### src/source/alu_pkg.sv
`default_nettype none

package alu_pkg;

   localparam int unsigned xlen = 32;

   typedef enum logic [5:0] {
      op_add,
      op_addi,
      op_sub,
      op_mul,
      op_mulh,
      op_mulhsu,
      op_mulhu,
      op_div,
      op_divu,
      op_rem,
      op_remu,
      op_lui,
      op_auipc,
      op_jal,
      op_jalr,
      op_mem,
      op_and,
      op_andi,
      op_or,
      op_ori,
      op_xor,
      op_xori,
      op_sll,
      op_slli,
      op_srl,
      op_srli,
      op_sra,
      op_srai,
      op_slt,
      op_slti,
      op_sltu,
      op_sltiu,
      op_illegal
   } alu_opcode_e;

   // one decoded operation as it travels through the queue
   typedef struct packed {
      alu_opcode_e     opcode;
      logic [xlen-1:0] operand_a;
      logic [xlen-1:0] operand_b;
      logic [xlen-1:0] imm;
      logic [xlen-1:0] pc;
   } alu_op_t;

   typedef struct packed {
      logic [xlen-1:0] result;
      logic [xlen-1:0] target;
      logic            equal;
      logic            greater;
   } alu_result_t;

   // rv32 major opcodes
   localparam logic [6:0] opc_op     = 7'b0110011;
   localparam logic [6:0] opc_op_imm = 7'b0010011;
   localparam logic [6:0] opc_lui    = 7'b0110111;
   localparam logic [6:0] opc_auipc  = 7'b0010111;
   localparam logic [6:0] opc_jal    = 7'b1101111;
   localparam logic [6:0] opc_jalr   = 7'b1100111;
   localparam logic [6:0] opc_load   = 7'b0000011;
   localparam logic [6:0] opc_store  = 7'b0100011;

   // funct3 of the base integer group
   localparam logic [2:0] f3_add  = 3'b000;
   localparam logic [2:0] f3_sll  = 3'b001;
   localparam logic [2:0] f3_slt  = 3'b010;
   localparam logic [2:0] f3_sltu = 3'b011;
   localparam logic [2:0] f3_xor  = 3'b100;
   localparam logic [2:0] f3_srl  = 3'b101;
   localparam logic [2:0] f3_or   = 3'b110;
   localparam logic [2:0] f3_and  = 3'b111;

   // funct3 of the M extension
   localparam logic [2:0] f3_mul    = 3'b000;
   localparam logic [2:0] f3_mulh   = 3'b001;
   localparam logic [2:0] f3_mulhsu = 3'b010;
   localparam logic [2:0] f3_mulhu  = 3'b011;
   localparam logic [2:0] f3_div    = 3'b100;
   localparam logic [2:0] f3_divu   = 3'b101;
   localparam logic [2:0] f3_rem    = 3'b110;
   localparam logic [2:0] f3_remu   = 3'b111;

   localparam logic [6:0] f7_base   = 7'b0000000;
   localparam logic [6:0] f7_alt    = 7'b0100000;
   localparam logic [6:0] f7_muldiv = 7'b0000001;

endpackage

`default_nettype wire
### src/source/instr_decoder.sv
`default_nettype none

module instr_decoder (
   input  logic                     clk_i,
   input  logic                     rst_i,
   input  logic                     issue_i,
   input  logic [alu_pkg::xlen-1:0] instr_i,
   input  logic [alu_pkg::xlen-1:0] rs1_value_i,
   input  logic [alu_pkg::xlen-1:0] rs2_value_i,
   input  logic [alu_pkg::xlen-1:0] pc_i,
   output logic                     op_valid_o,
   output alu_pkg::alu_op_t         op_o
);
   import alu_pkg::*;

   logic [6:0]      major;
   logic [2:0]      funct3;
   logic [6:0]      funct7;
   logic [xlen-1:0] imm_i_fmt;
   logic [xlen-1:0] imm_s_fmt;
   logic [xlen-1:0] imm_u_fmt;
   logic [xlen-1:0] imm_j_fmt;
   alu_opcode_e     opcode_d;
   logic [xlen-1:0] imm_d;

   assign major  = instr_i[6:0];
   assign funct3 = instr_i[14:12];
   assign funct7 = instr_i[31:25];

   assign imm_i_fmt = {{20{instr_i[31]}}, instr_i[31:20]};
   assign imm_s_fmt = {{20{instr_i[31]}}, instr_i[31:25], instr_i[11:7]};
   // u format is already shifted into the upper bits
   assign imm_u_fmt = {instr_i[31:12], 12'b0};
   assign imm_j_fmt = {{11{instr_i[31]}}, instr_i[31], instr_i[19:12], instr_i[20],
                       instr_i[30:21], 1'b0};

   always_comb begin
      opcode_d = op_illegal;
      imm_d    = '0;
      case (major)
         opc_lui: begin
            opcode_d = op_lui;
            imm_d    = imm_u_fmt;
         end
         opc_auipc: begin
            opcode_d = op_auipc;
            imm_d    = imm_u_fmt;
         end
         opc_jal: begin
            opcode_d = op_jal;
            imm_d    = imm_j_fmt;
         end
         opc_jalr: begin
            imm_d = imm_i_fmt;
            if (funct3 == 3'b000) begin
               opcode_d = op_jalr;
            end
         end
         opc_load: begin
            imm_d = imm_i_fmt;
            // lb lh lw lbu lhu
            if (funct3 != 3'b011 && funct3 < 3'b110) begin
               opcode_d = op_mem;
            end
         end
         opc_store: begin
            imm_d = imm_s_fmt;
            if (funct3 < 3'b011) begin
               opcode_d = op_mem;
            end
         end
         opc_op_imm: begin
            imm_d = imm_i_fmt;
            case (funct3)
               f3_add:  opcode_d = op_addi;
               f3_slt:  opcode_d = op_slti;
               f3_sltu: opcode_d = op_sltiu;
               f3_xor:  opcode_d = op_xori;
               f3_or:   opcode_d = op_ori;
               f3_and:  opcode_d = op_andi;
               f3_sll: begin
                  if (funct7 == f7_base) opcode_d = op_slli;
               end
               f3_srl: begin
                  if (funct7 == f7_base) opcode_d = op_srli;
                  else if (funct7 == f7_alt) opcode_d = op_srai;
               end
            endcase
         end
         opc_op: begin
            if (funct7 == f7_base) begin
               case (funct3)
                  f3_add:  opcode_d = op_add;
                  f3_sll:  opcode_d = op_sll;
                  f3_slt:  opcode_d = op_slt;
                  f3_sltu: opcode_d = op_sltu;
                  f3_xor:  opcode_d = op_xor;
                  f3_srl:  opcode_d = op_srl;
                  f3_or:   opcode_d = op_or;
                  f3_and:  opcode_d = op_and;
               endcase
            end else if (funct7 == f7_alt) begin
               if (funct3 == f3_add) opcode_d = op_sub;
               else if (funct3 == f3_srl) opcode_d = op_sra;
            end else if (funct7 == f7_muldiv) begin
               case (funct3)
                  f3_mul:    opcode_d = op_mul;
                  f3_mulh:   opcode_d = op_mulh;
                  f3_mulhsu: opcode_d = op_mulhsu;
                  f3_mulhu:  opcode_d = op_mulhu;
                  f3_div:    opcode_d = op_div;
                  f3_divu:   opcode_d = op_divu;
                  f3_rem:    opcode_d = op_rem;
                  f3_remu:   opcode_d = op_remu;
               endcase
            end
         end
         default: ;
      endcase
   end

   always_ff @(posedge clk_i) begin
      if (rst_i) begin
         op_valid_o <= 1'b0;
      end else begin
         op_valid_o <= issue_i;
      end
   end

   always_ff @(posedge clk_i) begin
      if (issue_i) begin
         op_o.opcode    <= opcode_d;
         op_o.operand_a <= rs1_value_i;
         op_o.operand_b <= rs2_value_i;
         op_o.imm       <= imm_d;
         op_o.pc        <= pc_i;
      end
   end

endmodule

`default_nettype wire

### config.mk
export PLATFORM = sky130hd
export DESIGN_NAME = instr_decoder
export DESIGN_NICKNAME = d
export VERILOG_FILES = /design/src/source/alu_pkg.sv /design/src/source/instr_decoder.sv
export SDC_FILE = /design/constraint.sdc
export NUM_CORES = 1
export LEC_CHECK = 0
export BUFFER_PORTS_ARGS = -buffer_cell sky130_fd_sc_hd__buf_2
export CELL_PAD_IN_SITES_DETAIL_PLACEMENT = 1
export CELL_PAD_IN_SITES_GLOBAL_PLACEMENT = 2
export CORE_ASPECT_RATIO = 2
export CORE_MARGIN = 1.5
export CORE_UTILIZATION = 31
export CTS_CLUSTER_DIAMETER = 60
export DETAILED_ROUTE_END_ITERATION = 10
export PLACE_DENSITY_LB_ADDON = 0.08
export SETUP_SLACK_MARGIN = 0.02
export SLEW_MARGIN = 5
export SYNTH_ARGS = -nofsm -noshare
export SYNTH_HDL_FRONTEND = slang
export SYNTH_SLANG_ARGS = --single-unit
### constraint.sdc
create_clock -name clk_i -period 3.45 [get_ports clk_i]
set_input_delay 0.1725 -clock clk_i [delete_from_list [all_inputs] [get_ports clk_i]]
set_output_delay 0.1725 -clock clk_i [all_outputs]
set_load 0.02 [all_outputs]
# Yosys cells after proc, flatten, opt, wreduce, memory -nomap -nowiden
# Memories as Yosys holds them, arrays and structs flattened.
# Cells that the tools add are included.
# totals
word_cells	47
in_bits	131
out_inout_bits	135
memories	2
romBits	64
register_bits	135
# memory_table
name	depth	width	read_ports	rd_clocked_by_memory_dff	wr	line	text
(name not given)	8	4	1	0	0	instr_decoder.sv:92	case (funct3)
(name not given)	8	4	1	0	0	instr_decoder.sv:106	case (funct3)
# op_classes
n_reduce_logical	5
n_eq_ne	18
muxes	14
magnitude_cmp	2
# op_table
op	count
$pmux 32 s4	1
$pmux 6 s8	2
$mux 6	11
$eq 7x6->1 const B	4
$eq 7x5->1 const B	2
$eq 7x7->1 const B	2
$eq 3x3->1 const B	4
$eq 7x1->1 const B	1
$eq 7x2->1 const B	1
$logic_not 7->1	1
$eq 3x2->1 const B	2
$eq 3x1->1 const B	1
$logic_not 3->1	1
$lt 3x2->1 const B	1
$lt 3x3->1 const B	1
$ne 3x2->1 const B	1
$reduce_or 3->1	1
$reduce_or 2->1	1
$logic_and 1x1->1	1

# Logic depth before layout (Yosys ltp)
# Gate-level depths: netlist of run 1.
# logic_depth
ltp_word	6
ltp_mapped	7
ltp_nobuf	7

# Least setup slack after synthesis of run 1
# Ideal clock, no wire load.
# synth_path
path_type	input to register
start	input instr_i[13] (netlist bit)
end	register op_o[129] (netlist bit), data pin
setup_ns	0.138
required_ns	3.312
path_stages	7
t_arrival_ns	1.612
n_path_buf	0
setup_slack_ns	1.700
path_cell_list	inv_1 > ha_1 > or4b_1 > nor2_1 > nand2_1 > a311o_1 > nand4_1
# synth_between
elab_chain_len	6
word_cells_on_any_way	24
classes_between	order compare: 2; eq/ne: 8; mux: 10; reduce/logical: 2; memory: 2
# synth_rtl
item	line	text
start, declared	instr_decoder.sv:7	input logic [alu_pkg::xlen-1:0] instr_i,
parallel branches: the longest is 5 deep, another holds $mem_v2 8x4	-	
$pmux 6 s8 *	instr_decoder.sv:40	case (major)
named net opcode_d[1]	instr_decoder.sv:23	alu_opcode_e opcode_d;
end, declared	instr_decoder.sv:12	output alu_pkg::alu_op_t op_o
# Mark *: on every way through the listed nets, which the timed path passes.
# A chain may end at the register's enable or synchronous reset.

# Final worst setup path of run 1
# layout_path
start	input instr_i[13] (netlist bit)
end	register op_o[132] (netlist bit), data pin
# layout_between
elab_chain_len	6
word_cells_on_any_way	15
classes_between	eq/ne: 7; mux: 6; reduce/logical: 1; memory: 1
# layout_rtl
item	line	text
$eq 3x3->1	instr_decoder.sv:74, instr_decoder.sv:104	
$mux 6	instr_decoder.sv:104	else if (funct3 == f3_srl) opcode_d = op_sra;
$mux 6	instr_decoder.sv:103	if (funct3 == f3_add) opcode_d = op_sub;
$mux 6	instr_decoder.sv:102	end else if (funct7 == f7_alt) begin
$mux 6	instr_decoder.sv:91	if (funct7 == f7_base) begin
$pmux 6 s8 *	instr_decoder.sv:40	
named net opcode_d[4]	instr_decoder.sv:23	
# Mark *: on every way through the listed nets, which the timed path passes. The rest lies on a longest branch.

==> results of run 1 <==
-- flip-flops by register name (all words and copies together), names as in the netlist --
register and flops:
op_o 134, op_valid_o 1
-- critical path: stages --
cell	delay, ps
buf_2	150
inv_1	180
ha_1	310
or4b_1	490
nor2_1	270
o22a_1	230
nor2_1	50
o21ai_0	220
-- power breakdown --
group | switching [mW] | internal, mW | total [mW] | leakage, nW
combinational | 0.342 | 0.227 | 0.569 | 1.96
sequential | 0.0347 | 1.94 | 1.97 | 1.31
clock | 0.651 | 1.05 | 1.71 | 0.269
total | 1.03 | 3.22 | 4.25 | 3.54
-- cell usage in the layout, fill, tap and decap left out, types with 2 or more instances in the layout --
cell type      synthesis  routed
nand2_1               10      10
nand4_1                2       2
and2_1                 8       8
nor3b_2                2       2
or4_1                  2       2
buf_2                  6     264
nor2_1                11      11
bufinv_16              0       2
o21ai_0                7       7
dlygate4sd3_1          0      97
a21oi_1                6       6
inv_1                  5       5
edfxtp_1             134     134
nand3_1                5       5
clkinv_2               0       5
a211oi_1               2       2
nor4_1                 3       3
o221ai_1               2       2
ha_1                   5       5
or3_1                  2       2
a22o_1                 4       4
clkbuf_16              0      17
nand2b_1               4       4
mux2i_1                2       2
a2111oi_0              2       2
a21o_1                20      20
buf_4                  0       2
o21ai_1                2       2
nor4b_1                2       2
nor3_1                 7       7
clkbuf_1               6       5
nor2b_1                3       3
o21a_1                 2       2
-- layout make-up --
type	count	area (sq um)	share of cell area, %
flip-flops and latches	135	4040	49.8
repair buffers	364	2330	28.7
multi-input cells	134	923	11.4
clock buffers	22	444	5.47
well taps	201	251	3.10
clock inverters	10	105	1.29
inverters	5	18.8	0.231
diodes	1	2.50	0.0308
-- stage by stage --
step	power [mW]	instances	utilization, %	area (sq um)
4_1_cts	4.26	871	51.2	8110
5_1_grt	4.39	872	51.2	8120
2_1_floorplan	2.21	286	-	5040
6_report	4.25	872	51.2	8120
3_3_place_gp	2.47	742	41.6	6590
3_5_place_dp	2.48	742	41.6	6590
-- routing by layer --
metal	global-route usage (%)	share of wire, %	vias up
met1	18.9	31	2034
li1	-	-	1870
met3	6.55	5.9	35
met4	10.7	3.6	2
met2	44.7	60	172
met5	0	0.091	-
-- final timing paths --
kind        start  slack (ps)   endpoint
max   instr_i[13]        1590  op_o[132]
min   instr_i[18]          30   op_o[50]
-- cells by family after synthesis --
kind of cell	after synthesis	share of synthesized area, %
fa+ha+maj	5	1.24
mux	3	0.844
simple gates	69	8.07
compound gates	57	8.17
flops	135	80.3
buf+inv	17	1.42
-- timing repair --
action	CTS	global route
hold buffers	97	0
setup buffers	0	0
hold endpoints to repair	97	0
==> impl_metrics.tcl, run 1 <==
set metrics [dict create \
    status "finished, final reports clean" \
    via_count 4113 \
    cts_resized 0 \
    die_y_um 183 \
    io_buffers 265 \
    globalRouteOverflowTotal 0 \
    leakage_nw 3.54 \
    rsz0062_at_grt "no" \
    synth-edff-count 134 \
    fmax_mhz 539 \
    maxCapViolCount 0 \
    synth_flop_cell "edfxtp_1" \
    setup_viol 0 \
    first_iter_violations 153 \
    worstMarginPinSlew_ps 876 \
    yosysTopAreaCellShare_pct 79.9 \
    io_pins 266 \
    ys_ff_latch 135 \
    yosysMostFrequentCell "edfxtp_1" \
    grt_pass1_wl_um 26900 \
    final_antenna_net_count 0 \
    hold_path.class "in2reg" \
    die_w_um 93.2 \
    cts_max_path_buffers 2 \
    fin_ws_ps 1590 \
    fill_cells 1665 \
    rows 65 \
    wire_per_inst_um 21.4 \
    antenna_found_initial 2 \
    syn_area_sq_um 5040 \
    synthTopCellsByArea "edfxtp_1 (80%), a21o_1 (3.0%), ha_1 (1.2%)" \
    post-route-period-util_pct 53.8 \
    syn_avg_cell_area_sq_um 17.6 \
    startpoint_type "input port" \
    relSlewSlack_pct 41.4 \
    wl_um 18600 \
    async_flop_share_pct 0 \
    crit_arrival_ps 2080 \
    power_density_nw_per_um2 523 \
    fin_nets 793 \
    synthTopCellsByCount "edfxtp_1 (134), a21o_1 (20), nor2_1 (11)" \
    clkTransAtPathRegs_ps 60 \
    hold_depth 2 \
    globalplace.congestion 0.877 \
    drive_gt1_share_pct 44.8 \
    grt_max_degree 59 \
    firstDrtPassIters 4 \
    track_usage_pct 22.3 \
    syn_to_final_growth_pct 61.1 \
    cp_max_fo 8 \
    cts.sinks 135 \
    cts-root-buf "clkbuf_16" \
    start_util_pct 31.8 \
    synth.distinct_cells 48 \
    yosysSeqAreaShare_pct 80.3 \
    cts_made_buffers 17 \
    htree_levels 4 \
    tns_ps 0 \
    via_per_inst 4.72 \
    critPathKind "in2reg" \
    synth_top_area_cell "edfxtp_1" \
    hold_ws_ps 25.9 \
    finalMaxSlewViolations 0 \
    synth_cells 286 \
    synth_nets 422 \
    crit_required_ps 3680 \
    core_sq_um 15900 \
    drc 0 \
    critPathCaptureType "flip-flop" \
    hold_viol_final 0 \
    dieArea_sq_um 17100 \
    ir_worst_vdd_uv 345 \
    dpl_worst_slack_ps 1140 \
    post-dp-hpwl_um 13100 \
    fin_crit_ps 1860 \
    ys_warn_count 0 \
    cts_tree "built" \
    grt_pass1_vias 4434 \
]
(Power assumes the default switching activity.)
==> inputs of run 2 (changes only) <==
- ABC_AREA: unset -> 1
- CORE_UTILIZATION: 31 -> 28
- clock period: 3.45 -> 1.8 ns (I/O delays scaled with it)
==> run 2 against run 1 <==
Net effect: power up 97%; area after synthesis increased by 5.6%; worst hold slack got worse by 13 ps; synthesized cell count up 40%; sequential share of layout area decreased by 3.3 points; design area rose by 7.0%.
==> impl_metrics.tcl, run 2 <==
set metrics [dict create \
    syn_area_sq_um 5320 \
    maxCapViolCount 0 \
    top_usage_layer "met2" \
    drive_gt1_share_pct 40.0 \
    largest_register "op_o" \
    via_per_inst 4.41 \
    fill_cells 2074 \
    cp_max_fo 12 \
    largest_reg_flops 134 \
    yosysSeqAreaShare_pct 76.0 \
    cp_num_cells 10 \
    crit_arrival_ps 1740 \
    leakage_nw 3.97 \
    yosysTopAreaCellShare_pct 75.7 \
    relSlewSlack_pct 74.4 \
    fmax_mhz 642 \
    startpoint "instr_i[1]" \
    synthTopCellsByCount "edfxtp_1 (134), nand2_1 (90), nor2_1 (37)" \
    hp-start "instr_i[23]" \
    firstDrtPassIters 4 \
    fin_nets 931 \
    synth-edff-count 134 \
    drc 0 \
    post-dp-hpwl_um 15000 \
    power_density_nw_per_um2 964 \
    rows 71 \
    grt_pass1_vias 5030 \
    dieArea_sq_um 19900 \
    critPathCaptureType "flip-flop" \
    globalRouteOverflowTotal 0 \
    antenna_found_initial 1 \
    worstMarginPinSlew_ps 385 \
    crit_buf_inv 3 \
    fin_ws_ps 242 \
    final_area_sq_um 8690 \
    tns_ps 0 \
    syn_avg_cell_area_sq_um 13.3 \
    hold_path.class "in2reg" \
    ys_warn_count 0 \
    grt_util_met1_pct 18.6 \
    synthTopCellsByArea "edfxtp_1 (76%), nand2_1 (6.4%), nor2_1 (2.6%)" \
    via_count 4692 \
    grt.met2_usage_pct 42.0 \
    cts_max_path_buffers 2 \
    start_util_pct 28.4 \
    core_sq_um 18700 \
    post-route-period-util_pct 86.6 \
    cts.sinks 135 \
    setup_viol 0 \
    async_flop_share_pct 0 \
    final_cells 1065 \
    finalMaxSlewViolations 0 \
    dpl.cell_count 922 \
    cp_slowest_stage_delay_ps 540 \
    synth_flop_cell "edfxtp_1" \
    die_w_um 100 \
    slowest_stage "dlygate4sd3_1" \
    reg.largest.list "op_o: 134 flops, op_valid_o: 1 flops" \
    dpl_worst_slack_ps 87.4 \
    first_iter_violations 160 \
    finalPower_mw 8.37 \
    ir_worst_vdd_uv 581 \
    synth.distinct_cells 23 \
    wire_per_inst_um 19.6 \
    placedInstanceArea_sq_um 7020 \
    track_usage_pct 21.0 \
    final_antenna_net_count 0 \
    cts_made_buffers 17 \
    post-route-util_pct 46.3 \
    io_pins 266 \
    status "finished, final reports clean" \
    grt_pass1_wl_um 29800 \
    crit_family "simple AND/OR/NAND/NOR gates" \
    cts_tree "built" \
    globalplace.congestion 0.837 \
    hold_depth 3 \
    wl_um 20900 \
    layout_common_cells "buf_2 (264), edfxtp_1 (134), dlygate4sd3_1 (109)" \
    ys_ff_latch 135 \
    io_buffers 265 \
    yosysMostFrequentCell "edfxtp_1" \
    fin_crit_ps 1560 \
    cts-root-buf "clkbuf_16" \
    grt.met3_usage_pct 5.82 \
    synth_top_area_cell "edfxtp_1" \
    endpoint "op_o[33]" \
    die_y_um 198 \
    clkTransAtPathRegs_ps 60 \
    crit_chain "buf_2, nand2_2, inv_2, nand2_1, nor2_2, nor2_2, nand2_2, o21ai_0, nand2_1, dlygate4sd3_1" \
    hold_ws_ps 13.4 \
    synth_nets 535 \
    post-cts-setup-buffer-count 0 \
    critPathKind "in2reg" \
    grt_max_degree 55 \
    synth_cells 399 \
    hold_viol_final 0 \
    crit_required_ps 1980 \
    layout_commonest_cell "buf_2" \
    startpoint_type "input port" \
    rsz0062_at_grt "no" \
    htree_levels 4 \
    syn_to_final_growth_pct 63.3 \
]
==> run 2: changes by cell type after synthesis, sizes merged, moves of 4 or more <==
cell	change
nand3b	+15
nor2	+31
nor3	-5
nand2b	-4
nand3	+24
a22o	-4
clkbuf	-5
nand2	+88
a21o	-20
o21ai	+19
inv	+25
and2	-9
==> run 2: layout make-up <==
type,count,area (sq um),area share [%]
antenna,2,5.00,0.0576
clock buffer,21,440,5.07
clock inverter,11,131,1.51
inverter,30,113,1.30
multi-input combinational,225,1100,12.7
sequential,135,4040,46.6
tap,255,319,3.67
timing repair buffer,386,2530,29.2
==> run 2: layer usage <==
layer / vias to the layer above / share of wire, %
met3: 43 / 6.5
met5: - / 0
met1: 2261 / 32
li1: 2189 / -
met2: 199 / 58
met4: 0 / 3.4
==> run 2: how the worst min path moves through the flow <==
| stage | to | slack (ps) |
|---|---|---|
| 4_1_cts | op_o[35] | 2 |
| 6_report | op_o[35] | 10 |
| 3_3_place_gp | op_valid_o | 260 |
| 5_1_grt | op_o[40] | 3 |
| 2_1_floorplan | op_valid_o | 160 |
| 3_5_place_dp | op_valid_o | 260 |
==> run 2: cells by family after synthesis <==
kind of cell,synth area share [%]
flops,76.0
fa+ha+maj,1.18
simple gates,16.3
buf+inv,3.29
compound gates,3.25
==> run 2: power by group <==
part	switching [mW]	internal (mW)	leakage (nW)
combinational	0.690	0.455	2.38
clock	1.30	2.15	0.275
sequential	0.0656	3.71	1.31
==> run 2: timing repair <==
| action | in CTS | in global routing |
|---|---|---|
| endpoints found under the hold margin | 107 | 0 |
| resized for setup | 0 | 0 |
| hold buffers | 109 | 0 |
