==> src/source/alu_pkg.sv <==
`default_nettype none

package alu_pkg;

   localparam int unsigned xlen = 32;

   typedef enum logic [5:0] {
      op_add,
      op_addi,
      op_sub,
      op_mul,
      op_mulh,
      op_mulhsu,
      op_mulhu,
      op_div,
      op_divu,
      op_rem,
      op_remu,
      op_lui,
      op_auipc,
      op_jal,
      op_jalr,
      op_mem,
      op_and,
      op_andi,
      op_or,
      op_ori,
      op_xor,
      op_xori,
      op_sll,
      op_slli,
      op_srl,
      op_srli,
      op_sra,
      op_srai,
      op_slt,
      op_slti,
      op_sltu,
      op_sltiu,
      op_illegal
   } alu_opcode_e;

   // one decoded operation as it travels through the queue
   typedef struct packed {
      alu_opcode_e     opcode;
      logic [xlen-1:0] operand_a;
      logic [xlen-1:0] operand_b;
      logic [xlen-1:0] imm;
      logic [xlen-1:0] pc;
   } alu_op_t;

   typedef struct packed {
      logic [xlen-1:0] result;
      logic [xlen-1:0] target;
      logic            equal;
      logic            greater;
   } alu_result_t;

   // rv32 major opcodes
   localparam logic [6:0] opc_op     = 7'b0110011;
   localparam logic [6:0] opc_op_imm = 7'b0010011;
   localparam logic [6:0] opc_lui    = 7'b0110111;
   localparam logic [6:0] opc_auipc  = 7'b0010111;
   localparam logic [6:0] opc_jal    = 7'b1101111;
   localparam logic [6:0] opc_jalr   = 7'b1100111;
   localparam logic [6:0] opc_load   = 7'b0000011;
   localparam logic [6:0] opc_store  = 7'b0100011;

   // funct3 of the base integer group
   localparam logic [2:0] f3_add  = 3'b000;
   localparam logic [2:0] f3_sll  = 3'b001;
   localparam logic [2:0] f3_slt  = 3'b010;
   localparam logic [2:0] f3_sltu = 3'b011;
   localparam logic [2:0] f3_xor  = 3'b100;
   localparam logic [2:0] f3_srl  = 3'b101;
   localparam logic [2:0] f3_or   = 3'b110;
   localparam logic [2:0] f3_and  = 3'b111;

   // funct3 of the M extension
   localparam logic [2:0] f3_mul    = 3'b000;
   localparam logic [2:0] f3_mulh   = 3'b001;
   localparam logic [2:0] f3_mulhsu = 3'b010;
   localparam logic [2:0] f3_mulhu  = 3'b011;
   localparam logic [2:0] f3_div    = 3'b100;
   localparam logic [2:0] f3_divu   = 3'b101;
   localparam logic [2:0] f3_rem    = 3'b110;
   localparam logic [2:0] f3_remu   = 3'b111;

   localparam logic [6:0] f7_base   = 7'b0000000;
   localparam logic [6:0] f7_alt    = 7'b0100000;
   localparam logic [6:0] f7_muldiv = 7'b0000001;

endpackage

`default_nettype wire
==> src/source/op_queue.sv <==
`default_nettype none

module op_queue #(
   parameter int unsigned queue_depth = 4
) (
   input  logic             clk_i,
   input  logic             rst_i,
   input  logic             push_i,
   input  alu_pkg::alu_op_t push_data_i,
   input  logic             pop_i,
   output alu_pkg::alu_op_t head_o,
   output logic             not_empty_o,
   output logic             full_o
);
   import alu_pkg::*;

   localparam int unsigned ptr_w = $clog2(queue_depth);
   localparam logic [ptr_w:0] depth_c = (ptr_w + 1)'(queue_depth);

   alu_op_t          mem [queue_depth];
   logic [ptr_w-1:0] wr_ptr;
   logic [ptr_w-1:0] rd_ptr;
   logic [ptr_w:0]   count;
   logic             do_push;
   logic             do_pop;

   assign not_empty_o = (count != '0);
   assign full_o      = (count == depth_c);
   // a push into a full queue is dropped
   assign do_push     = push_i && !full_o;
   assign do_pop      = pop_i && not_empty_o;
   assign head_o      = mem[rd_ptr];

   always_ff @(posedge clk_i) begin
      if (do_push) begin
         mem[wr_ptr] <= push_data_i;
      end
   end

   // pointers wrap on their own since the depth is a power of two
   always_ff @(posedge clk_i) begin
      if (rst_i) begin
         wr_ptr <= '0;
         rd_ptr <= '0;
         count  <= '0;
      end else begin
         if (do_push) begin
            wr_ptr <= wr_ptr + 1'b1;
         end
         if (do_pop) begin
            rd_ptr <= rd_ptr + 1'b1;
         end
         case ({do_push, do_pop})
            2'b10:   count <= count + 1'b1;
            2'b01:   count <= count - 1'b1;
            default: ;
         endcase
      end
   end

endmodule

`default_nettype wire

==> config.mk <==
export PLATFORM = sky130hd
export DESIGN_NAME = op_queue
export DESIGN_NICKNAME = d
export VERILOG_FILES = /design/src/source/alu_pkg.sv /design/src/source/op_queue.sv
export SDC_FILE = /design/constraint.sdc
export NUM_CORES = 1
export LEC_CHECK = 0
export BUFFER_PORTS_ARGS = -buffer_cell sky130_fd_sc_hd__buf_2
export CELL_PAD_IN_SITES_DETAIL_PLACEMENT = 2
export CELL_PAD_IN_SITES_GLOBAL_PLACEMENT = 2
export CORE_UTILIZATION = 41
export DETAILED_ROUTE_END_ITERATION = 10
export PLACE_DENSITY = 0.87
export SYNTH_ARGS = -nofsm -noshare
export SYNTH_HDL_FRONTEND = slang
export SYNTH_SLANG_ARGS = --single-unit
==> constraint.sdc <==
create_clock -name clk_i -period 4.4 [get_ports clk_i]
set_clock_uncertainty 0.05 [all_clocks]
set_input_delay 0.66 -clock clk_i [delete_from_list [all_inputs] [get_ports clk_i]]
set_output_delay 0.66 -clock clk_i [all_outputs]
set_load 0.03 [all_outputs]
---- Yosys cells after proc, flatten, opt, wreduce, memory -nomap -nowiden ----
Memory sizes are Yosys's and may differ from the RTL's. A register that Yosys moved wholly into a read port is not among the register bits.
Cells that the tools add are included.
storage, ports and cells
  bits in registers ....................... 7
  input port bits ......................... 138
  bits in writable memories ............... 536
  memories ................................ 1
  word-level logic and storage cells ...... 21
cells by class
  reductions and logical operators ........ 5
  add/sub/neg operators ................... 4
  equality and inequality tests ........... 3
  multiplexer cells ....................... 5
memories
  memory  words  bits a word  rd ports  clocked after Yosys merged registers in  wr ports  line            RTL
  mem     4      134          1         1                                        1         op_queue.sv:20  alu_op_t mem [queue_depth];
operators by type and width
  cell                                                                    count
  3-bit case mux with 2 select lines                                      1
  2-bit by 1-bit adder with 2-bit output (second input constant)          2
  2-bit 2-to-1 mux                                                        2
  3-bit by 1-bit adder with 3-bit output (second input constant)          1
  3-bit equality test (second input constant)                             1
  3-bit nonzero test                                                      1
  3-bit by 1-bit subtractor with 3-bit output (second input constant)     1
  2-bit by 1-bit equality test with 1-bit output (second input constant)  1
  2-bit equality test (second input constant)                             1
  1-bit logical AND                                                       2
  1-bit 2-to-1 mux                                                        2
  2-bit nonzero test                                                      1
  1-bit zero test                                                         1

---- Longest topological paths before layout ----
Gate-level depths: netlist of the first run.
  depth after elaboration ................. 5
  gate-level depth with buffers ........... 9

---- Least setup slack after synthesis of the first run ----
OpenSTA, ideal clock, no wires.
  path kind ............................... input port to flip-flop
  start ................................... in push_i
  end ..................................... mem mem[2][0] (netlist bit) (enable)
  data arrival time ....................... 4.063 ns
  required time ........................... 3.841 ns
  slack ................................... -0.222 ns
  setup time .............................. 0.509 ns
  stages on the path ...................... 3
  path through ............................ inv_1 -> nor2_1 -> and2_1
on the way
  longest elaborated chain between the ends .. 3
ends and longest elaborated chain
  element                                 line            RTL
  from (decl)                             op_queue.sv:8   input logic push_i,
  1-bit logical AND                       op_queue.sv:30  assign do_push = push_i && !full_o;
  1-bit 2-to-1 mux                        op_queue.sv:35  if (do_push) begin
  1-bit 2-to-1 mux (not written as such)  op_queue.sv:36  mem[wr_ptr] <= push_data_i;
  to (decl)                               op_queue.sv:20
Every way passes these cells.

==> results of run 1 <==
[sequential cells by signal (all words and copies together), names as in the netlist, named ones only]
register  cells
mem         536
count         3
rd_ptr        2
wr_ptr        2
[Yosys cell counts]
cell type                  count  area (µm²)
sky130_fd_sc_hd__clkbuf_1      7       26.28
sky130_fd_sc_hd__fa_1          1       20.02
sky130_fd_sc_hd__xnor2_1       1       8.760
sky130_fd_sc_hd__nor2_1        7       26.28
sky130_fd_sc_hd__mux4_2      134        3018
sky130_fd_sc_hd__inv_1         7       26.28
sky130_fd_sc_hd__or3_1         3       18.77
sky130_fd_sc_hd__buf_6         8       90.09
sky130_fd_sc_hd__o21ai_0       2       10.01
sky130_fd_sc_hd__nor3b_1       1       7.510
sky130_fd_sc_hd__edfxtp_1    536       16100
sky130_fd_sc_hd__a21oi_1       3       15.01
sky130_fd_sc_hd__dfxtp_1       9       180.2
sky130_fd_sc_hd__o311ai_0      1       8.760
sky130_fd_sc_hd__xor2_1        3       26.28
sky130_fd_sc_hd__mux2i_1       1       10.01
sky130_fd_sc_hd__buf_2        15       75.07
sky130_fd_sc_hd__and2_1        4       25.02
sky130_fd_sc_hd__o31a_1        1       8.760
sky130_fd_sc_hd__ha_1          5       62.56
sky130_fd_sc_hd__buf_1         1       3.750
sky130_fd_sc_hd__nand2b_1      2       12.51
[cell type report]
| type | instances | share of cell area (%) |
|---|---|---|
| inverter | 7 | 0.1101 |
| tap | 615 | 3.225 |
| clock inverter | 32 | 1.411 |
| clock buffer | 71 | 6.372 |
| timing repair buffer | 289 | 6.807 |
| antenna | 4 | 0.04196 |
| multi-input combinational | 169 | 13.78 |
| sequential | 545 | 68.25 |
[critical path: cells and delay by family, from the launching register on]
family                 cells  cell delay (ns)
multiplexers               1             0.39
buffers and inverters      2             0.55
flip-flops                 1             0.78
[how the worst max path moves through the flow]
stage	start	to	depth (start not counted)
final	flip-flop	head_o[20]	3
after global placement	push_i	mem[0][55]	5
after detailed placement	push_i	mem[0][49]	5
after floorplan	push_i	mem[0][0]	3
after CTS	flip-flop	head_o[126]	3
after global routing	flip-flop	head_o[126]	3
[cell families after synthesis]
kind of cell | Yosys count | synth area share (%)
AOI/OAI and AO/OA | 7 | 0.2151
xor gates and xnor gates | 4 | 0.1772
adders and majority gates | 6 | 0.4176
buffers and inverters | 38 | 1.120
DFF | 545 | 82.30
muxes | 135 | 15.31
and+or+nand+nor | 17 | 0.4556
[routing by layer]
layer	vias up	GRT usage [%]
met5	-	0
met4	12	5.981
met3	84	4.559
met2	274	36.54
met1	4912	24.41
li1	3890	-
[power by group through the flow]
stage | Clock, mW | Sequential, mW | Combinational (mW)
CTS | 4.93 | 6.39 | 4.10
global route | 5.09 | 6.41 | 4.22
detailed placement | 0 | 6.50 | 4.08
floorplan | 0 | 6.39 | 2.92
global placement | 0 | 6.42 | 3.96
finish | 4.80 | 6.37 | 4.00
==> summary.md, run 1 <==
| Metric | Value |
|---|---|
| Result of the run | `finished, final reports clean` |
| Max-Cap Viols | `0` |
| Yosys warnings | `0` |
| Chip Height | `between 200 and 250 µm` |
| Core Box Area | `about 48000 µm²` |
| Post-synthesis cell area | `19780 µm²` |
| Routed wire length | `between 40000 and 50000 µm` |
| Power dissipated by switching net loads | `between 4 and 5 mW` |
| Cts hold-fix bufs | `0` |
| Crit-path max cell delay | `slightly below 0.8 ns` |
| Uppermost signal routing layer after detailed routing | `met5` |
| Capture point of the worst reg-to-reg path | `mem[0][22]` |
| Worst slew slack as a fraction of its limit | `between 30% and 40%` |
| Post-synthesis cell count | `752` |
| Number of placed instances, taps included | `1625` |
| Worst Path Max Fanout | `roughly 50` |
| Number of nets in the layout | `1212` |
| Setup total negative slack | `0 ns` |
| Critical Setup Path Class | `reg -> out` |
| Share of total power in the clock network | `between 30% and 40%` |
| Post-layout minimum cycle time | `3.124 ns` |
| Portion of total power attributed to combinational logic | `26.4%` |
| Clock Root Buffer | `sky130_fd_sc_hd__clkbuf_16` |
| ANT nets after route | `0` |
| Final clock period utilization by the worst path | `71.01%` |
| H-tree depth reported by CTS | `2` |
| Clock buffer count from CTS | `56` |
| Hold Violations, Final | `0` |
| Gates resized, CTS repair | `0` |
| Leading cell type in the layout, fill and taps excluded | `sky130_fd_sc_hd__edfxtp_1` |
| Sequential fraction of the synthesis area | `82.30%` |
| Transition time at the pin with the least slew margin | `0.9093 ns` |
| Switching Fraction | `a little under a third` |
| Fmax | `around 320 MHz` |
| Nets in the synthesized netlist | `896` |
| Vias in the first global route | `~10000` |
| Internal Power | `approximately 10 mW` |
| Average wire length per cell after detail routing | `roughly 28 µm` |
| TritonCTS clock tree | `done` |
| Yosys reg bits | `545` |
| Clock-pin slew on the worst setup and hold paths | `0.06 ns` |
| Drt via density | `between 5 and 6` |
| Worst hold-check slack | `between 0.2 and 0.25 ns` |
| Area taken by flip-flops and latches | `roughly 16000 µm²` |
| Sort of element at the start of the critical path | `flip-flop` |
| Least setup slack across all paths after layout | `~1.3 ns` |
| Setup repair after global routing missed its margin | `false` |
| Pwr per Cell Area | `636.3 nW/µm²` |
| Endpoint of the worst hold-timing path | `mem[1][9]` |
| Number of slew-limit violations in the final report | `0` |
| CP Cell Sequence | `buf_12 > mux4_2 > buf_2` |
| Wire length on met2 | `roughly 26000 µm` |
| Setup WS pre-CTS | `~1.5 ns` |
| Type of the worst min-delay path | `in -> reg` |
| Mean post-synth cell area | `26.30 µm²` |
| Detailed-routing wirelength on met1 | `about 19000 µm` |
| Layout Cells excl Fill | `between 1500 and 2000` |
| Row count | `80` |
| CTS max path bufs | `3` |
| Total power | `15.18 mW` |
| Clock network latency to the later pin of the worst-skew pair | `a little under 0.6 ns` |
| Number of optimization iterations in the first detailed-route pass | `4` |
| Kind of capture point of the worst setup path | `output port` |
| Port bufs | `273` |
| Layout Area Growth over Synthesis | `20.65%` |
| First-pass GRT wire length | `a little over 70000 µm` |
| Max VDD drop | `roughly 0.38 mV` |
| Placed inst area | `approximately 22000 µm²` |
| Overall track demand over capacity in global routing | `roughly a fifth` |
| Count of boundary I/O pins | `between 200 and 300` |
| Worst Path Required | `3.69 ns` |
| Die Footprint | `roughly 49000 µm²` |
| Drt first-iter violations | `between 400 and 500` |
| Share of layout cells above drive strength 1 | `approximately 46%` |
| Vias | `9172` |
| Number of unique standard cell types used by synthesis | `22` |
| Postcts setup bufs | `0` |
| Filler cell count in the final layout | `4153` |
| Reg power frac | `a little over two fifths` |
| Start point of the worst min-delay path | `push_data_i[9]` |
| Crit-path slowest cell | `sky130_fd_sc_hd__dfxtp_4` |
| Number of antenna violations at the first check in global routing | `9` |
| DRC violation count after routing | `0` |
| Leakage power summed over all cells | `7.926 nW` |
| Post-layout utilization of the core | `50.07%` |
| Die Width | `approximately 220 µm` |
| Signal arrival time at the worst endpoint | `around 2.4 ns` |
| Routed length on met3 | `2727 µm` |
| Footprint of the multi-input gates | `about 3300 µm²` |
| Slack of the worst reg-to-reg path | `1.83 ns` |
| Highest-count cells in the layout ignoring fill and taps | `sky130_fd_sc_hd__edfxtp_1 (536), sky130_fd_sc_hd__buf_2 (273), sky130_fd_sc_hd__mux4_2 (134)` |
| Starting utilization of the core area | `about 42%` |
| Worst reg2reg path startpoint | `count[0]` |
| Pin count of the biggest net entering global routing | `between 50 and 60` |
| Hold path cells | `1` |
| Finished Cell Area | `roughly 24000 µm²` |
| DP Wirelength | `roughly 32000 µm` |
| Overall overflow remaining after global route | `0` |
| Final count of negative-setup-slack endpoints | `0` |
| Clk sink count | `about 550` |
| RePlAce Congestion | `~0.74` |
| Cell depth of the worst flop-to-flop path | `4` |
(Power assumes the default switching activity.)
==> inputs of run 2 (changes only) <==
--- a/config.mk
+++ b/config.mk
@@ -5,12 +5,13 @@
 export SDC_FILE = /design/constraint.sdc
 export NUM_CORES = 1
 export LEC_CHECK = 0
+export ABC_AREA = 1
 export BUFFER_PORTS_ARGS = -buffer_cell sky130_fd_sc_hd__buf_2
 export CELL_PAD_IN_SITES_DETAIL_PLACEMENT = 2
 export CELL_PAD_IN_SITES_GLOBAL_PLACEMENT = 2
 export CORE_UTILIZATION = 41
 export DETAILED_ROUTE_END_ITERATION = 10
-export PLACE_DENSITY = 0.87
+export PLACE_DENSITY = 0.91
 export SYNTH_ARGS = -nofsm -noshare
 export SYNTH_HDL_FRONTEND = slang
 export SYNTH_SLANG_ARGS = --single-unit
==> constraint.sdc (replaced) <==
create_clock -name clk_i -period 2.95 [get_ports clk_i]
set_clock_uncertainty 0.05 [all_clocks]
set_input_delay 0.4425 -clock clk_i [delete_from_list [all_inputs] [get_ports clk_i]]
set_output_delay 0.4425 -clock clk_i [all_outputs]
set_load 0.03 [all_outputs]
==> run 2 against run 1 <==
Register-to-register slack got worse by 0.99 ns; combinational power increased by 71%; flip-flop and latch count unchanged; power increased by 57%; largest power group unchanged; highest routed layer unchanged.
==> summary.md, run 2 <==
| Metric | Value |
|---|---|
| Number of optimization iterations in the first detailed-route pass | `5 (+1)` |
| Share of layout cells above drive strength 1 | `22.63% (-23 points)` |
| Transition time at the pin with the least slew margin | `0.7544 ns (-0.1549 ns)` |
| Finished Cell Area | `25670 µm² (+7.6%)` |
| DP Wirelength | `38100 µm (+18%)` |
| ANT nets after route | `0 (unchanged)` |
| Number of placed instances, taps included | `2247 (+38%)` |
| Post-layout utilization of the core | `52.44% (+2.4 points)` |
| Setup total negative slack | `0 ns (unchanged)` |
| First-pass GRT wire length | `105900 µm (+48%)` |
| Kind of cell adding the most delay to the critical path | `buffers and inverters` |
| Die Width | `224.9 µm (+1.5%)` |
| Chip Height | `224.9 µm (+1.5%)` |
| Vias in the first global route | `15650 (+53%)` |
| Share of Yosys cell area claimed by the top area cell type | `78.98% (-2.4 points)` |
| Sequential fraction of the synthesis area | `79.87% (-2.4 points)` |
| Post-synthesis cell count | `1365 (+82%)` |
| Nets in the synthesized netlist | `1509 (+68%)` |
| Count of boundary I/O pins | `274 (unchanged)` |
| Crit-path slowest cell | `sky130_fd_sc_hd__dfxtp_4` |
| TritonCTS clock tree | `done` |
| Ranking of synthesized cells by area | `sky130_fd_sc_hd__edfxtp_1 (79%), sky130_fd_sc_hd__o21ai_0 (5.2%), sky130_fd_sc_hd__nor2_1 (5.1%), sky130_fd_sc_hd__o22ai_1 (4.1%), sky130_fd_sc_hd__buf_6 (1.4%)` |
| Core Box Area | `48950 µm² (+2.7%)` |
| Highest-count cells in the layout ignoring fill and taps | `sky130_fd_sc_hd__edfxtp_1 (536), sky130_fd_sc_hd__nor2_1 (273), sky130_fd_sc_hd__buf_2 (273)` |
| Largest registers | `mem: 536 flops, count: 3 flops` |
| Vias | `13870 (+51%)` |
| Final count of negative-setup-slack endpoints | `0 (unchanged)` |
| CP Cell Sequence | `inv_16 > buf_4 > o21ai_0 > o22ai_1 > buf_2` |
| Crit-path max cell delay | `0.42 ns (-0.36 ns)` |
| Signal arrival time at the worst endpoint | `2.41 ns (about the same)` |
| Type of the worst min-delay path | `in -> reg` |
| Pin count of the biggest net entering global routing | `159 (+180%)` |
| Ranking of synthesized cells by instance count | `sky130_fd_sc_hd__edfxtp_1 (536), sky130_fd_sc_hd__nor2_1 (278), sky130_fd_sc_hd__o21ai_0 (212)` |
| Proportion of synthesized area in mux cells | `0% (-15 points)` |
| Mean post-synth cell area | `14.93 µm² (-43%)` |
| Yosys reg bits | `545 (unchanged)` |
| CTS max path bufs | `3 (unchanged)` |
| Overall overflow remaining after global route | `0 (unchanged)` |
| Row count | `81 (+1.3%)` |
| Number of unique standard cell types used by synthesis | `20 (-9.1%)` |
| Average wire length per cell after detail routing | `29.72 µm (+4.4%)` |
| Hold Violations, Final | `0 (unchanged)` |
| Number of slew-limit violations in the final report | `0 (unchanged)` |
| RePlAce Congestion | `0.7258 (-1.6%)` |
| Overall track demand over capacity in global routing | `28.63% (+8.3 points)` |
| Post-synthesis cell area | `20380 µm² (+3.0%)` |
| Post-synthesis adder-cell area fraction | `0.4052% (-0.012 points)` |
| Post-layout minimum cycle time | `2.903 ns` |
| Slack of the worst reg-to-reg path | `0.84 ns (-0.99 ns)` |
| Layout Area Growth over Synthesis | `25.97%` |
| Worst Path Max Fanout | `84 (+71%)` |
| Flip-flop count of the largest register after layout | `536 (unchanged)` |
| Worst slew slack as a fraction of its limit | `49.58% (+10 points)` |
| Filler cell count in the final layout | `4498 (+8.3%)` |
| Number of antenna violations at the first check in global routing | `5 (-4)` |
| Library cell with the highest instance count after synthesis | `sky130_fd_sc_hd__edfxtp_1` |
| Yosys warnings | `0 (unchanged)` |
| Number of nets in the layout | `1907 (+57%)` |
| Largest family of logic cells by synthesized area | `compound AO/OA/AOI/OAI gates` |
| Clock Root Buffer | `sky130_fd_sc_hd__clkbuf_16` |
| Starting utilization of the core area | `41.63% (+0.13 points)` |
| Drt first-iter violations | `989 (+110%)` |
| Ys flop type | `sky130_fd_sc_hd__edfxtp_1` |
| Drt via density | `5.592 (+5.6%)` |
| Critical Setup Path Class | `reg -> out` |
| Max VDD drop | `0.6258 mV (+66%)` |
| Final clock period utilization by the worst path | `98.42%` |
| Met1 layer usage reported by global route | `32.69% (+8.3 points)` |
| Placed inst area | `22490 µm² (+2.3%)` |
| Clock buffer count from CTS | `58 (+3.6%)` |
| Buffering stage count on the worst path with inverters included | `3 (+1)` |
| Footprint of the multi-input gates | `3465 µm² (+5.4%)` |
| Synth Area in Compound Gates | `10.87% (+11 points)` |
| Busiest metal layer after global routing | `met2` |
| Met2 capacity usage during global routing | `53.02% (+16 points)` |
| Die Footprint | `50600 µm² (+3.0%)` |
| Layout Cells excl Fill | `2481 (+43%)` |
| Clock-pin slew on the worst setup and hold paths | `0.07 ns (about the same)` |
| Pwr per Cell Area | `928.8 nW/µm² (+46%)` |
| Port bufs | `273 (unchanged)` |
| Clock network latency to the later pin of the worst-skew pair | `0.62 ns (+0.03 ns)` |
| Xor/xnor share of the synthesized area | `0% (-0.18 points)` |
| Leakage power summed over all cells | `9.024 nW (+14%)` |
| DRC violation count after routing | `0 (unchanged)` |
| Synthesized-area fraction occupied by and/or/nand/nor cells | `5.520% (+5.1 points)` |
| Post-synth top area cell | `sky130_fd_sc_hd__edfxtp_1` |
| H-tree depth reported by CTS | `2 (unchanged)` |
| Clk sink count | `545 (unchanged)` |
| Result of the run | `finished, final reports clean` |
| Total power | `23.84 mW (+57%)` |
| Worst Path Required | `2.46 ns (-1.23 ns)` |
| Area taken by flip-flops and latches | `16290 µm² (about the same)` |
| Max-Cap Viols | `0 (unchanged)` |
| Sort of element at the start of the critical path | `flip-flop` |
| Postcts setup bufs | `0 (unchanged)` |
| Met3 GRT Util | `5.763% (+1.2 points)` |
| Setup repair after global routing missed its margin | `false` |
| EDFF count, synth | `536 (unchanged)` |
| Leading cell type in the layout, fill and taps excluded | `sky130_fd_sc_hd__edfxtp_1` |
| Reg with most FFs | `mem` |
| Kind of capture point of the worst setup path | `output port` |
| Fmax | `around 340 MHz` |
| Post-synthesis async set-or-reset flop share | `0% (unchanged)` |
| Routed wire length | `73740 µm (+50%)` |
## run 2: cell types whose count changed in the layout (fill, tap and decap cells not counted), moves of 8 or more
cell / before / now
sky130_fd_sc_hd__o21ai_0: 2 / 212
sky130_fd_sc_hd__o21ai_1: 0 / 58
sky130_fd_sc_hd__dlygate4sd3_1: 0 / 118
sky130_fd_sc_hd__nor2_1: 7 / 273
sky130_fd_sc_hd__clkinv_2: 9 / 17
sky130_fd_sc_hd__mux4_2: 134 / 0
sky130_fd_sc_hd__buf_4: 5 / 16
sky130_fd_sc_hd__nand2_1: 0 / 13
sky130_fd_sc_hd__inv_1: 7 / 16
sky130_fd_sc_hd__o22ai_1: 0 / 134
## run 2: timing repair
action | 4_1_cts | 5_1_grt
pin swaps | 0 | 0
endpoints found under the setup margin | 1 | 48
gates resized for setup | 1 | 6
endpoints found under the hold margin | 462 | 0
gates cloned | 0 | 2
hold buffers | 118 | 0
## run 2: worst paths after layout
path	from	end	cells after the start
worst min-delay path	push_data_i[131]	mem[0][131]	1
worst min register to register	wr_ptr[1]	wr_ptr[1]	2
worst max-delay path	flip-flop	head_o[27]	5
worst max register to register	count[0]	count[2]	11
## run 2: through the flow
| stage | setup slack (ns) | hold WS, ns |
|---|---|---|
| floorplan | -0.1042 | 0.4087 |
| global placement | 0.7542 | 0.4220 |
| detailed placement | 0.7151 | 0.4505 |
| CTS | 0.007377 | 0.0005073 |
| global route | 0.01101 | 0.005806 |
| finish | 0.04670 | 0.02819 |
## run 2: area by class of cell
type,instances,area share [%]
Clock buffer,75,6.268
Timing Repair Buffer,426,12.00
Antenna cell,5,0.04874
Sequential cell,545,63.44
Inverter,19,0.3899
Clock inverter,34,1.121
Tap cell,664,3.236
Multi-Input combinational cell,713,13.50
## run 2: logic make-up after synthesis
logic type                 after synthesis
DFF                                    545
AOI/OAI and AO/OA                      409
adders and majority gates                6
buffers and inverters                  107
and+or+nand+nor                        298
## run 2: where the power goes
part | leakage, nW | switching (mW) | internal [mW]
combinational | 3.09 | 5.14 | 1.70
sequential | 4.99 | 0.276 | 9.20
clock | 0.939 | 3.25 | 4.27
## run 2: layer usage
layer,vias to the layer above,part of all wire (%)
li1,5974,-
met2,507,54
met5,-,0.018
met1,7253,37
met4,2,2.9
met3,138,5.8
